## src/include/rtc_defines.svh

```systemverilog
`ifndef RTC_DEFINES_SVH
`define RTC_DEFINES_SVH

////////////////////////////////////////
// sweep layout

// fields read per sweep, fits a 4-bit index
`define RTC_NUM_FIELDS 9

// transfer command, latches the chip counters
`define RTC_CMD_ADDR 8'hF0

// clock fields at base+1..base+6, timer fields at base+1..base+3
`define RTC_CLOCK_BASE 8'h20
`define RTC_TIMER_BASE 8'h40

////////////////////////////////////////
// bus phase lengths in clocks

`define RTC_ADDR_CYCLES 2
`define RTC_RD_CYCLES   3

`endif

```

## src/rtc_pkg.sv

```systemverilog
package rtc_pkg;

  ////////////////////////////////////////
  // byte as seen on the bus

  // the chip returns packed BCD, so the same byte
  // is used raw on the bus and split into digits
  typedef union packed {
    logic [7:0] raw;       // bus byte
    struct packed {
      logic [3:0] tens;    // upper digit
      logic [3:0] ones;    // lower digit
    } bcd;
  } rtc_byte_t;

  ////////////////////////////////////////
  // sequencer steps

  typedef enum logic [3:0] {
    step_idle    = 4'd0,   // waiting for run
    step_command = 4'd1,   // transfer command cycle
    step_field   = 4'd2,   // one of the field reads
    step_final   = 4'd3    // sweep end marker
  } seq_step_t;

endpackage

```

## src/rtc_read_sequencer.sv

```systemverilog
`timescale 1ns/1ps
`include "rtc_defines.svh"

module rtc_read_sequencer (
  input  logic               clk,
  input  logic               rst_n,
  input  logic               run,
  input  logic               cycle_done,
  output logic               cycle_start,
  output logic [7:0]         cycle_addr,
  output logic [3:0]         capture_idx,
  output logic               cycle_is_read,
  output logic               sweep_done,
  output rtc_pkg::seq_step_t step
);

  // first six fields live in the clock block
  localparam int clock_fields = 6;

  logic [3:0] field_idx;   // field currently being read
  logic       issued;      // start already sent in this step
  logic       last_field;
  logic [7:0] field_addr;

  ////////////////////////////////////////
  // address of the current field

  assign last_field = (field_idx == 4'(`RTC_NUM_FIELDS - 1));

  always_comb begin
    if (field_idx < 4'(clock_fields)) begin
      field_addr = `RTC_CLOCK_BASE + 8'(field_idx) + 8'd1;   // 21..26
    end else begin
      // timer block restarts at base+1
      field_addr = `RTC_TIMER_BASE + 8'(field_idx) - 8'(clock_fields) + 8'd1;
    end
  end

  assign cycle_addr    = (step == rtc_pkg::step_command) ? `RTC_CMD_ADDR : field_addr;
  assign cycle_is_read = (step == rtc_pkg::step_field);
  assign capture_idx   = field_idx;   // still valid on the done clock
  assign sweep_done    = (step == rtc_pkg::step_final);

  ////////////////////////////////////////
  // step FSM

  always_ff @(posedge clk) begin
    if (!rst_n || !run) begin
      // dropping run abandons the sweep, next one starts with the command
      step        <= rtc_pkg::step_idle;
      field_idx   <= '0;
      issued      <= 1'b0;
      cycle_start <= 1'b0;
    end else begin
      cycle_start <= 1'b0;   // pulse only

      case (step)
        rtc_pkg::step_idle: begin
          step      <= rtc_pkg::step_command;
          field_idx <= '0;
          issued    <= 1'b0;
        end

        rtc_pkg::step_command,
        rtc_pkg::step_field: begin
          if (!issued) begin
            // one bus cycle per step, issued one clock after entry
            cycle_start <= 1'b1;
            issued      <= 1'b1;
          end else if (cycle_done) begin
            issued <= 1'b0;
            if (step == rtc_pkg::step_command) begin
              step      <= rtc_pkg::step_field;
              field_idx <= '0;
            end else if (last_field) begin
              step <= rtc_pkg::step_final;   // idx held at last field
            end else begin
              field_idx <= field_idx + 4'd1;
            end
          end
        end

        rtc_pkg::step_final: begin
          // sweep_done is high for this one clock, then loop
          step      <= rtc_pkg::step_command;
          field_idx <= '0;
          issued    <= 1'b0;
        end

        default: begin
          step   <= rtc_pkg::step_idle;
          issued <= 1'b0;
        end
      endcase
    end
  end

endmodule

```

## src/rtc_bus_cycle.sv

```systemverilog
`timescale 1ns/1ps
`include "rtc_defines.svh"

module rtc_bus_cycle (
  input  logic               clk,
  input  logic               rst_n,
  input  logic               run,
  input  logic               cycle_start,
  input  logic [7:0]         cycle_addr,
  input  logic               cycle_is_read,
  input  logic [7:0]         ad_in,
  output logic [7:0]         ad_out,
  output logic               ad_oe,
  output logic               as,
  output logic               rd_n,
  output logic               cycle_done,
  output logic               capture,
  output rtc_pkg::rtc_byte_t capture_data
);

  localparam logic [1:0] ph_idle = 2'd0;
  localparam logic [1:0] ph_addr = 2'd1;
  localparam logic [1:0] ph_read = 2'd2;

  logic [1:0] phase;
  logic [2:0] cnt;        // clocks spent in the current phase
  logic       is_read;    // cycle type taken at start
  logic       addr_last;
  logic       rd_last;

  assign addr_last = (cnt == 3'(`RTC_ADDR_CYCLES - 1));
  assign rd_last   = (cnt == 3'(`RTC_RD_CYCLES - 1));

  ////////////////////////////////////////
  // phase control and strobes

  always_ff @(posedge clk) begin
    if (!rst_n || !run) begin
      phase      <= ph_idle;
      cnt        <= '0;
      as         <= 1'b0;
      ad_oe      <= 1'b0;
      rd_n       <= 1'b1;
      cycle_done <= 1'b0;
      capture    <= 1'b0;
    end else begin
      cycle_done <= 1'b0;
      capture    <= 1'b0;

      case (phase)
        ph_idle: begin
          if (cycle_start) begin
            phase <= ph_addr;
            cnt   <= '0;
            as    <= 1'b1;   // address goes out with the strobe
            ad_oe <= 1'b1;
          end
        end

        ph_addr: begin
          if (addr_last) begin
            phase <= ph_read;
            cnt   <= '0;
            as    <= 1'b0;
            ad_oe <= 1'b0;   // release bus before the chip drives it
            rd_n  <= 1'b0;
          end else begin
            cnt <= cnt + 3'd1;
          end
        end

        ph_read: begin
          if (rd_last) begin
            phase      <= ph_idle;
            cnt        <= '0;
            rd_n       <= 1'b1;
            cycle_done <= 1'b1;
            capture    <= is_read;   // command cycle reads but keeps nothing
          end else begin
            cnt <= cnt + 3'd1;
          end
        end

        default: phase <= ph_idle;
      endcase
    end
  end

  ////////////////////////////////////////
  // address and data path

  always_ff @(posedge clk) begin
    if (phase == ph_idle && cycle_start) begin
      ad_out  <= cycle_addr;
      is_read <= cycle_is_read;
    end
    if (phase == ph_read && rd_last) begin
      capture_data.raw <= ad_in;   // sampled on last read clock
    end
  end

endmodule

```

## src/rtc_field_reg.sv

```systemverilog
`timescale 1ns/1ps

module rtc_field_reg #(
  parameter int FIELD_IDX = 0
) (
  input  logic               clk,
  input  logic               rst_n,
  input  logic               capture,
  input  logic [3:0]         capture_idx,
  input  rtc_pkg::rtc_byte_t capture_data,
  output rtc_pkg::rtc_byte_t value,
  output logic               bcd_ok
);

  logic hit;         // capture addressed to this field
  logic digits_ok;

  assign hit = capture && (capture_idx == 4'(FIELD_IDX));

  // each digit of a packed BCD byte must be 0..9
  assign digits_ok = (capture_data.bcd.tens <= 4'd9) &&
                     (capture_data.bcd.ones <= 4'd9);

  ////////////////////////////////////////
  // holding register

  always_ff @(posedge clk) begin
    if (!rst_n) begin
      value  <= '0;
      bcd_ok <= 1'b0;   // nothing read yet
    end else if (hit) begin
      value  <= capture_data;
      bcd_ok <= digits_ok;
    end
  end

endmodule

```

## src/rtc_field_snapshot.sv

```systemverilog
`timescale 1ns/1ps
`include "rtc_defines.svh"

module rtc_field_snapshot (
  input  logic                               clk,
  input  logic                               rst_n,
  input  logic                               sweep_done,
  input  logic [3:0]                         field_sel,
  input  logic [`RTC_NUM_FIELDS-1:0][7:0]    live_values,
  input  logic [`RTC_NUM_FIELDS-1:0]         live_ok,
  output logic [7:0]                         field_value,
  output logic [3:0]                         field_tens,
  output logic [3:0]                         field_ones,
  output logic                               field_bcd_ok
);

  logic [`RTC_NUM_FIELDS-1:0][7:0] snap_val;   // copy from the last sweep end
  logic [`RTC_NUM_FIELDS-1:0]      snap_ok;
  rtc_pkg::rtc_byte_t              pick_byte;
  logic                            pick_ok;
  rtc_pkg::rtc_byte_t              out_byte;

  // live values pass straight through on the copy clock
  always_comb begin
    pick_byte = '0;
    pick_ok   = 1'b0;
    if (field_sel < 4'(`RTC_NUM_FIELDS)) begin
      pick_byte.raw = sweep_done ? live_values[field_sel] : snap_val[field_sel];
      pick_ok       = sweep_done ? live_ok[field_sel] : snap_ok[field_sel];
    end
  end

  always_ff @(posedge clk) begin
    if (!rst_n) begin
      snap_val     <= '0;
      snap_ok      <= '0;
      out_byte     <= '0;
      field_bcd_ok <= 1'b0;
    end else begin
      if (sweep_done) begin
        snap_val <= live_values;   // all fields from one sweep
        snap_ok  <= live_ok;
      end
      out_byte     <= pick_byte;
      field_bcd_ok <= pick_ok;
    end
  end

  assign field_value = out_byte.raw;
  assign field_tens  = out_byte.bcd.tens;
  assign field_ones  = out_byte.bcd.ones;

endmodule

```

## src/rtc_reader_top.sv

```systemverilog
`timescale 1ns/1ps
`include "rtc_defines.svh"

module rtc_reader_top (
  input  logic       clk,
  input  logic       rst_n,
  input  logic       run,
  input  logic [3:0] field_sel,
  input  logic [7:0] ad_in,
  output logic [7:0] ad_out,
  output logic       ad_oe,
  output logic       as,
  output logic       rd_n,
  output logic [7:0] field_value,
  output logic [3:0] field_tens,
  output logic [3:0] field_ones,
  output logic       field_bcd_ok,
  output logic       sweep_done
);

  logic                            cycle_start;
  logic [7:0]                      cycle_addr;
  logic                            cycle_is_read;
  logic                            cycle_done;
  logic                            capture;
  rtc_pkg::rtc_byte_t              capture_data;
  logic [3:0]                      capture_idx;
  rtc_pkg::seq_step_t              step;          // observed by the bound checker
  logic [`RTC_NUM_FIELDS-1:0][7:0] live_values;
  logic [`RTC_NUM_FIELDS-1:0]      live_ok;

  ////////////////////////////////////////
  // control and bus

  rtc_read_sequencer i_read_sequencer (
    .clk           (clk),
    .rst_n         (rst_n),
    .run           (run),
    .cycle_done    (cycle_done),
    .cycle_start   (cycle_start),
    .cycle_addr    (cycle_addr),
    .capture_idx   (capture_idx),
    .cycle_is_read (cycle_is_read),
    .sweep_done    (sweep_done),
    .step          (step)
  );

  rtc_bus_cycle i_bus_cycle (
    .clk           (clk),
    .rst_n         (rst_n),
    .run           (run),
    .cycle_start   (cycle_start),
    .cycle_addr    (cycle_addr),
    .cycle_is_read (cycle_is_read),
    .ad_in         (ad_in),
    .ad_out        (ad_out),
    .ad_oe         (ad_oe),
    .as            (as),
    .rd_n          (rd_n),
    .cycle_done    (cycle_done),
    .capture       (capture),
    .capture_data  (capture_data)
  );

  ////////////////////////////////////////
  // field storage and read-out

  for (genvar k = 0; k < `RTC_NUM_FIELDS; k++) begin : g_field
    rtc_field_reg #(
      .FIELD_IDX (k)
    ) i_field_reg (
      .clk          (clk),
      .rst_n        (rst_n),
      .capture      (capture),
      .capture_idx  (capture_idx),
      .capture_data (capture_data),
      .value        (live_values[k]),
      .bcd_ok       (live_ok[k])
    );
  end

  rtc_field_snapshot i_field_snapshot (
    .clk          (clk),
    .rst_n        (rst_n),
    .sweep_done   (sweep_done),
    .field_sel    (field_sel),
    .live_values  (live_values),
    .live_ok      (live_ok),
    .field_value  (field_value),
    .field_tens   (field_tens),
    .field_ones   (field_ones),
    .field_bcd_ok (field_bcd_ok)
  );

endmodule

```

## config.mk

```make
export PLATFORM = sky130hd
export DESIGN_NAME = rtc_reader_top
export DESIGN_NICKNAME = d
export VERILOG_FILES = /design/src/rtc_pkg.sv /design/src/rtc_read_sequencer.sv /design/src/rtc_bus_cycle.sv /design/src/rtc_field_reg.sv /design/src/rtc_field_snapshot.sv /design/src/rtc_reader_top.sv
export VERILOG_INCLUDE_DIRS = /design/src /design/src/include
export SDC_FILE = /design/constraint.sdc
export NUM_CORES = 1
export LEC_CHECK = 0
export BUFFER_PORTS_ARGS = -buffer_cell sky130_fd_sc_hd__buf_2
export CORE_ASPECT_RATIO = 0.5
export CORE_UTILIZATION = 45
export CTS_CLUSTER_SIZE = 10
export DETAILED_ROUTE_END_ITERATION = 12
export PLACE_DENSITY_LB_ADDON = 0.08
export SLEW_MARGIN = 20
export SYNTH_ARGS = -nofsm -noshare
export SYNTH_HDL_FRONTEND = slang
export SYNTH_SLANG_ARGS = --single-unit
```

## constraint.sdc

```tcl
create_clock -name clk -period 1.7 [get_ports clk]
set_input_delay 0.34 -clock clk [delete_from_list [all_inputs] [get_ports clk]]
set_output_delay 0.34 -clock clk [all_outputs]
set_load 0.005 [all_outputs]
```

==> out/qor.csv <==
metric;value;unit
status;finished with violations;
failing checks;negative setup slack;
CP Class;reg2reg;
CORE AREA;19910;um^2
setup violators final;2;
vias in the first global route;6347;
FF+latch count, synth;205;
root buf cell;clkbuf_16;
vias per cell;5.297;
most common cell after layout, fill and taps aside;dfxtp_1;
RSZ-0062 raised after global routing;true;
largest net degree at the start of global routing;62;
R2R Path Start;i_read_sequencer.step[1]$_SDFFE_PP0P_;
Synth area leaders;dfxtp_1 (40%), mux2i_1 (10%), mux4_2 (7.5%);
row count;36;
setup ws final;-37.18;ps
slowest stage delay, CP;500;ps
DRT iter0 DRCs;397;
Final ANT Viol Nets;0;
met2 Track Usage GR;30.28;%
Syn Nets;937;
Clock transition at path regs;60;ps
CP Cell Sequence;ha_4 -> buf_12 -> mux4_2 -> o22ai_2 -> a211o_1 -> a21oi_2;
met1 usage;34.72;%
Ports;44;
Final Non-Filler Cells;1268;
share of layout cells above drive strength 1;21.66;%
slowest CP cell;mux4_2;
number of enable flip-flop cells after synthesis;17;
Layout Area Growth over Synthesis;18.23;%
Fillers;1768;
Pre-antenna DRT Iters;5;
routability cong.;0.8033;
Hold Path Sink;i_bus_cycle.rd_n$_SDFFE_PP1P_;
max cap viols;0;
clock buffer depth;3;
number of distinct library cells after synthesis;60;
R2R depth;6;
Final min period;1737;ps
worst skew pair latency;520;ps
Worst Path Required;2090;ps
max-slew violation count;0;
Placement Cell Area;10240;um^2
clock sinks;205;
total power;9.959;mW
Post-synth ARST share;0;%
final wirelength;22440;um
initial antenna violation count;0;
flop2flop setup slack;-40;ps
GR Util met3;4.041;%
Final Cell Area;11060;um^2
Max Freq;0.5756;GHz
Max VDD drop;0.6986;mV
die area;21400;um^2
Final Hold Viols;0;
critical path arrival;2130;ps
Syn Inst Count;909;
Die Wd;205.9;um
post-route clock period utilization;102.2;%
post-synth top area cell;dfxtp_1;
post-synthesis sequential area ratio;45.69;%
startpoint class of the critical path;flip-flop;
top-area cell type share of the netlist area;40.24;%
htree depth;1;
DRC Markers;0;
total number of vias;6716;
Setup Skew;11.13;ps
Slew HR;62.70;%
WL per Instance;17.70;um
fin util;55.55;%
CTS tree;built;
Pwr Density;900.5;nW/um^2
Hold Crit Class;in2reg;
Worst Hold Launch;run;
Cells after DPL;1230;
Worst-Margin Slew;559.5;ps
Hold Crit Depth;2;
Max FO, Critical Path;6;
CTS Buf Count;24;
worst reg2reg endpoint;i_field_snapshot.field_value[2]$_SDFF_PN0_;
die height;104.0;um
Final nets;1026;
Initial Util;46.98;%
Overflow after GRT;0;
GRT busiest layer;met1;
Leak Pwr;3.725;nW
# port buffers;43;
critical path startpoint;i_read_sequencer.step[1]$_SDFFE_PP0P_;
leading cell types in the layout, fill and taps excluded;dfxtp_1 (186), nand2_1 (177), mux2i_1 (94), nor2b_1 (87), a21boi_0 (75);
Synth warnings;0;
Syn Area/Cell;10.29;um^2
# diodes;0;
first-pass GRT wire length;36380;um
Synth Cell Area;9354;um^2
main flop type after synthesis;dfxtp_1;
DP Wirelength;15710;um
all-layer global routing usage;21.79;%
Setup crit end kind;flip-flop;
## power by group
| part | switching, mW | internal [mW] |
|---|---|---|
| Sequential | 0.0152 | 4.90 |
| Clock | 1.87 | 2.61 |
| Combinational | 0.287 | 0.282 |
## cells in the mapped netlist, drive strengths merged, types with 3 or more instances
cell type and count:
clkbuf 31, a21oi 23, a21boi 81, a211o 8, edfxtp 17, nand3 12, a211oi 4, nor2b 87
mux2i 94, nor2 21, dfxtp 188, o22ai 8, nand2 177, buf 41, and2 4, nor3b 3
mux4 33, o21ai 9, nand2b 5, nor3 9, ha 13, inv 10
## metrics by stage
step           worst slack (ps)  hold slack, ps  TNS, ps
2_1_floorplan             39.90           397.8        0
3_3_place_gp             -137.6           420.4   -741.9
3_5_place_dp             -128.7           409.7   -545.5
4_1_cts                  -41.15           29.28   -69.24
5_1_grt                  -91.39           53.52   -443.7
6_report                 -37.18           54.60   -46.13
## final cells by class
cell class	instances	area [um^2]	area share [%]
flip-flops and latches	205	4277	38.67
well taps	266	332.8	3.009
inverters	10	37.54	0.3394
clock inverters	1	6.256	0.05657
clock buffers	29	640.6	5.792
repair buffers	135	1117	10.10
multi-input cells	622	4648	42.03
## kinds of logic (layout without fill, tap and decap cells)
| family | after synthesis | in the layout | share of synthesized area (%) |
|---|---|---|---|
| AO/OA/AOI/OAI | 147 | 147 | 11.28 |
| XOR/XNOR | 2 | 2 | 0.1873 |
| adder cells (fa/ha/maj) | 13 | 13 | 1.739 |
| buffers and inverters | 82 | 175 | 5.297 |
| flip-flops | 205 | 205 | 45.69 |
| multiplexers | 129 | 129 | 18.33 |
| AND/OR/NAND/NOR | 331 | 331 | 17.48 |
## worst max-delay path: cells and delay by family (launching register included)
family          cells  cell delay, ps
compound gates      3             440
mux                 1             500
flops               1             350
fa+ha+maj           1             200
buf+inv             1             130
## routing by layer
layer | vias to the layer above | share of wire, %
met5 | - | 0
met1 | 3245 | 53
met4 | 0 | 1.4
met3 | 28 | 4.9
li1 | 3308 | -
met2 | 135 | 41
## sequential cells by signal (all words and copies together) (netlist names)
register / cells
i_read_sequencer.issued: 1
i_bus_cycle.cycle_done: 1
i_field_snapshot.snap_ok: 9
i_bus_cycle.ad_out: 8
i_read_sequencer.step: 2
i_bus_cycle.cnt: 3
i_bus_cycle.rd_n: 1
i_bus_cycle.capture: 1
i_field_snapshot.field_value: 8
i_bus_cycle.ad_oe: 1
g_field.i_field_reg.value: 72
i_bus_cycle.capture_data: 8
g_field.i_field_reg.bcd_ok: 9
i_bus_cycle.phase: 2
i_bus_cycle.is_read: 1
i_read_sequencer.capture_idx: 4
i_read_sequencer.cycle_start: 1
i_field_snapshot.snap_val: 72
i_field_snapshot.field_bcd_ok: 1
## worst max path at each step
stage	end	slack (ps)	cells after the start
6_report	i_field_snapshot.field_value[2]$_SDFF_PN0_	-40	6
5_1_grt	i_field_snapshot.field_value[2]$_SDFF_PN0_	-90	6
4_1_cts	i_field_snapshot.field_value[2]$_SDFF_PN0_	-40	7
3_5_place_dp	i_field_snapshot.field_value[2]$_SDFF_PN0_	-130	7
3_3_place_gp	i_field_snapshot.field_value[2]$_SDFF_PN0_	-140	7
2_1_floorplan	i_field_snapshot.field_value[6]$_SDFF_PN0_	40	7
## timing repair
action | in CTS | in global routing
endpoints found under the setup margin | 5 | 33
hold endpoints to repair | 8 | 0
hold buffers | 8 | 0
resized for setup | 5 | 19
setup buffers | 0 | 0
pin swaps | 0 | 2
No activity file was read; power rests on OpenSTA's default activity.
